### src/hw/weight_ctrl_pkg.sv
package weight_ctrl_pkg;

        // conv_type encodings
        localparam logic CONV_3X3 = 1'b0;
        localparam logic CONV_1X1 = 1'b1;

        // Sequencing counter widths
        localparam int TAP_CNT_W  = 4;
        localparam int BANK_CNT_W = 3;

endpackage

### src/hw/weight_geom_pkg.sv
package weight_geom_pkg;

        //==========================================================
        // Stream and kernel geometry
        //==========================================================

        // Input lanes with one byte each per beat
        localparam int LANES    = 8;
        // Bytes in one 3x3 kernel
        localparam int TAPS     = 9;
        // Output-channel banks behind every lane
        localparam int BANKS    = 8;
        localparam int BYTE_W   = 8;
        localparam int WORD_W   = TAPS * BYTE_W;
        localparam int STREAM_W = LANES * BYTE_W;

endpackage

### src/hw/weight_wr_ctrl.sv
`timescale 1ns/1ps

module weight_wr_ctrl
        import weight_geom_pkg::*, weight_ctrl_pkg::*;
#(
        parameter int ADDR_W = 8
) (
        input  logic                    sclk,
        input  logic                    s_rst_n,
        input  logic                    weight_data_in_vld,
        input  logic                    conv_type,
        input  logic                    store_start,
        output logic [TAP_CNT_W-1:0]    tap_cnt,
        output logic                    wr_en,
        output logic [BANK_CNT_W-1:0]   bank_cnt,
        output logic [ADDR_W-1:0]       wr_addr
);

        localparam logic [TAP_CNT_W-1:0]  TAP_LAST  = TAP_CNT_W'(TAPS - 1);
        localparam logic [BANK_CNT_W-1:0] BANK_LAST = BANK_CNT_W'(BANKS - 1);

        logic beat_3x3;
        logic word_done;
        logic bank_wrap;

        assign beat_3x3  = weight_data_in_vld && (conv_type == CONV_3X3);
        // Last tap of a kernel, or any byte in 1x1 mode
        assign word_done = (beat_3x3 && (tap_cnt == TAP_LAST)) ||
                           (weight_data_in_vld && (conv_type == CONV_1X1));
        assign bank_wrap = wr_en && (bank_cnt == BANK_LAST);

        //==========================================================
        // Tap counter for 3x3 mode only
        //==========================================================
        always_ff @(posedge sclk or negedge s_rst_n) begin
                if (!s_rst_n) begin
                        tap_cnt <= '0;
                end else if (beat_3x3) begin
                        if (tap_cnt == TAP_LAST) begin
                                tap_cnt <= '0;
                        end else begin
                                tap_cnt <= tap_cnt + 1'b1;
                        end
                end
        end

        // Write pulse lands one cycle after the completing beat
        always_ff @(posedge sclk or negedge s_rst_n) begin
                if (!s_rst_n) begin
                        wr_en <= 1'b0;
                end else begin
                        wr_en <= word_done;
                end
        end

        //==========================================================
        // Bank round-robin and shared write address
        //==========================================================
        always_ff @(posedge sclk or negedge s_rst_n) begin
                if (!s_rst_n) begin
                        bank_cnt <= '0;
                end else if (bank_wrap) begin
                        bank_cnt <= '0;
                end else if (wr_en) begin
                        bank_cnt <= bank_cnt + 1'b1;
                end
        end

        always_ff @(posedge sclk or negedge s_rst_n) begin
                if (!s_rst_n) begin
                        wr_addr <= '0;
                end else if (store_start) begin
                        wr_addr <= '0;
                end else if (bank_wrap) begin
                        wr_addr <= wr_addr + 1'b1;
                end
        end

endmodule

### config.mk
export PLATFORM = sky130hd
export DESIGN_NAME = weight_wr_ctrl
export DESIGN_NICKNAME = d
export VERILOG_FILES = /design/src/hw/weight_ctrl_pkg.sv /design/src/hw/weight_geom_pkg.sv /design/src/hw/weight_wr_ctrl.sv
export SDC_FILE = /design/constraint.sdc
export NUM_CORES = 1
export LEC_CHECK = 0
export ABC_AREA = 1
export BUFFER_PORTS_ARGS = -buffer_cell sky130_fd_sc_hd__buf_2
export CELL_PAD_IN_SITES_DETAIL_PLACEMENT = 1
export CELL_PAD_IN_SITES_GLOBAL_PLACEMENT = 2
export CORE_ASPECT_RATIO = 0.5
export CORE_MARGIN = 4
export CORE_UTILIZATION = 26
export CTS_CLUSTER_DIAMETER = 60
export DETAILED_ROUTE_END_ITERATION = 16
export MAX_ROUTING_LAYER = met4
export PLACE_DENSITY_LB_ADDON = 0.1
export SYNTH_ARGS = -nofsm -noshare
export SYNTH_HDL_FRONTEND = slang
export SYNTH_SLANG_ARGS = --single-unit
export TNS_END_PERCENT = 20
### constraint.sdc
create_clock -name sclk -period 1.1 [get_ports sclk]
set_input_delay 0.22 -clock sclk [delete_from_list [all_inputs] [get_ports sclk]]
set_output_delay 0.22 -clock sclk [all_outputs]
set_load 0.05 [all_outputs]
==> impl_results.md <==
- Overflow after GRT: 0
- GP Congestion: 0.694
- CP Capture Type: register
- Worst Tran Pin Value: 0.403 ns
- I/O pins: 21
- Power density cells: 2060 nW/um^2
- Synthesized instance count: 98
- DIE AREA: 4260 sq um
- Sequential fraction of the synthesis area: 0.476
- Hold Slack: 0.160 ns
- Reg2Reg Setup Slack: -0.12 ns
- WL/cell: 12.4 microns
- DRC errors left: 0
- Vias in the first global route: 762
- Min Clock Period, post-route: 1.22 ns
- Grt met1 use: 0.142
- CP Cell Sequence: ha_4 -> ha_4 -> nand3_4 -> nor2_4 -> nand3_1 -> nand2_1 -> nor2_1
- GR Layer Usage met2: 0.201
- Logic gate share of total power: 0.498
- Die Y-Extent: 48.2 microns
- Pre-Repair DR Iteration Count: 3
- Core ar.: 3050 sq um
- Hold endpoint: wr_addr[2]$_DFFE_PN0P_
- Synth Area per Inst: 8.58 sq um
- Later-pin clock latency in the skew report: 0.25 ns
- Slew Limit Headroom: 0.731
- GRT Util Overall: 0.122
- Max incr delay on CP: 0.39 ns
- Initial Util: 0.276
- Yosys cell types: 18
- Static leakage: 0.617 nW
- P_int: 1.56 mW
- Sw Pwr: 1.19 mW
- Cell row count: 14
- Req. time, crit path: 1.25 ns
- Register clock-pin slew on the reported worst setup and hold paths: 0.07 ns
- Clk buf depth: 2
- Hold path start: store_start
- Status: finished with violations
- First-pass GRT wire length: 3650 microns
- Layout cells sized above 1: 0.456
- Slew Viols, Final: 0
- Routing usage on met3: 0.0455
- FF-to-FF path depth: 7
- Final WL: 2180 microns
- Worst setup SP type: register
- Initial antenna violation count: 0
- CTS Buf Count: 3
- Area grow syn2layout: 58.8%
- Post-DP HPWL: 1630 microns
- Nets: 147
- Worst Skew: 0.000896 ns
- Endpoints failing setup: 13
- WS Path Type: register to register
- Ys Warns: 0
- MaxCap Viol Count: 0
- Peak fanout along the critical path: 5
- Failing checks: negative setup slack
- Worst hold path type: input port to register
- N_diodes: 0
- Hold Path Depth: 2
- CP max-delay cell: dfrtp_2
- Syn Nets: 108
- Worst r2r src: bank_cnt[1]$_DFFE_PN0P_
- Flop pwr share: 0.328
- Most used routing layer: met2
- Max Fclk: 819 MHz
- Clk sink count: 16
- Root buffer cell: clkbuf_8
- RSZ-0062 raised after global routing: true
- Fin worst setup slack: -0.121 ns
- Synth Register Bits: 16
- Pre-CTS WS: -0.146 ns
- Horiz. Die Dim: 88.4 microns
- Largest net degree at the start of global routing: 17
- Synthesized area: 841 sq um
- Via-to-Cell Ratio: 4.36
- CP arrival: 1.37 ns
- Max IR drop VDD: 1.20 mV
- DR iter-0 viols: 15
- Vias after detailed routing: 768
- Clock power share: 0.173
- Reg2reg end: wr_addr[7]$_DFFE_PN0P_
- # port buffers: 20
- CTS tree: built
- H-tree Lvls: 1
- Crit-path most repeated cell: ha_4
- Final Hold Viols: 0
- ANT nets after route: 0
- Period utilization: 1.11
- Net Sw Frac: 0.433
worst max path at each step:
stage | start | endpoint | slack [ns] | cells after the start
floorplan | bank_cnt[0]$_DFFE_PN0P_ | wr_addr[7]$_DFFE_PN0P_ | -0.30 | 7
global placement | bank_cnt[0]$_DFFE_PN0P_ | wr_addr[6]$_DFFE_PN0P_ | -0.15 | 8
detailed placement | bank_cnt[0]$_DFFE_PN0P_ | wr_addr[6]$_DFFE_PN0P_ | -0.15 | 8
CTS | bank_cnt[0]$_DFFE_PN0P_ | wr_addr[6]$_DFFE_PN0P_ | -0.13 | 8
global route | bank_cnt[1]$_DFFE_PN0P_ | wr_addr[5]$_DFFE_PN0P_ | -0.21 | 6
finish | bank_cnt[1]$_DFFE_PN0P_ | wr_addr[7]$_DFFE_PN0P_ | -0.12 | 7
sequential cells by signal, indices dropped and copies added, names as in the netlist:
| register | flops |
|---|---|
| wr_en | 1 |
| tap_cnt | 4 |
| bank_cnt | 3 |
| wr_addr | 8 |
cells by family after synthesis:
group / share of synthesized area
muxes: 0.0134
buffers and inverters: 0.0714
xor gates and xnor gates: 0.0104
DFF: 0.476
AOI/OAI and AO/OA: 0.0967
and+or+nand+nor: 0.257
adders and majority gates: 0.0744
layer usage:
metal / routed length, microns / share of wire
met4: 24 / 0.011
met5: 0 / 0
met2: 1040 / 0.47
met3: 120 / 0.055
met1: 1000 / 0.46
cells in the mapped netlist (all sizes together):
master	count	area, sq um
nand2	20	82.6
dfrtp	16	400
inv	14	52.6
nor2	13	66.3
nand3	10	55.1
a21oi	9	48.8
ha	5	62.6
o21ai	5	25.0
nand4	2	12.5
a211oi	1	7.51
buf	1	7.51
mux2	1	11.3
xor2	1	8.76
cells in the final DEF (no fill, tap or decap), types with 3 or more instances in the layout:
cell type / Yosys / layout
nand3_1: 9 / 7
dfrtp_2: 0 / 7
nor2_1: 10 / 10
nand2_1: 19 / 17
buf_2: 0 / 4
a21oi_1: 8 / 6
clkbuf_8: 0 / 3
a21oi_2: 1 / 3
o21ai_0: 5 / 3
inv_1: 14 / 13
dfrtp_1: 16 / 9
buf_6: 0 / 14
buf_4: 1 / 13
power by group through the flow:
stage / clock (mW) / combinational [mW] / sequential [mW]
2_1_floorplan: 0 / 0.355 / 1.32
3_3_place_gp: 0 / 1.11 / 0.890
3_5_place_dp: 0 / 1.12 / 0.893
4_1_cts: 0.501 / 1.33 / 0.903
5_1_grt: 0.531 / 1.47 / 0.925
6_report: 0.476 / 1.37 / 0.902
worst max-delay path, delay by kind of cell (launching register included):
family                     cells  cell delay (ns)
DFF                            1             0.39
and+or+nand+nor                5             0.45
adders and majority gates      2             0.30
stage by stage:
stage	cells	setup TNS [ns]	cell area (sq um)	total power, mW	util
after floorplan	98	-2.98	881	1.68	-
after CTS	175	-1.37	1270	2.73	0.418
after detailed placement	167	-0.665	1100	2.02	0.360
after global placement	167	-0.559	1100	2.00	0.360
after global routing	176	-2.30	1340	2.92	0.438
final	176	-1.14	1340	2.75	0.438
final cells by class:
class	count	area [sq um]
clock buffers	4	45.0
fillers	368	1710
inverters	14	52.6
multi-input cells	67	443
flip-flops and latches	16	409
well taps	40	50.0
repair buffers	35	335
timing repair:
action                                  in CTS  in global routing
gates resized for setup                     34                 13
hold buffers                                 1                  0
endpoints found under the setup margin      25                 29
hold endpoints to repair                    16                  0
setup buffers                                3                  1
pin swaps                                    2                  1
Note: power is estimated with default switching activity, not from simulation.
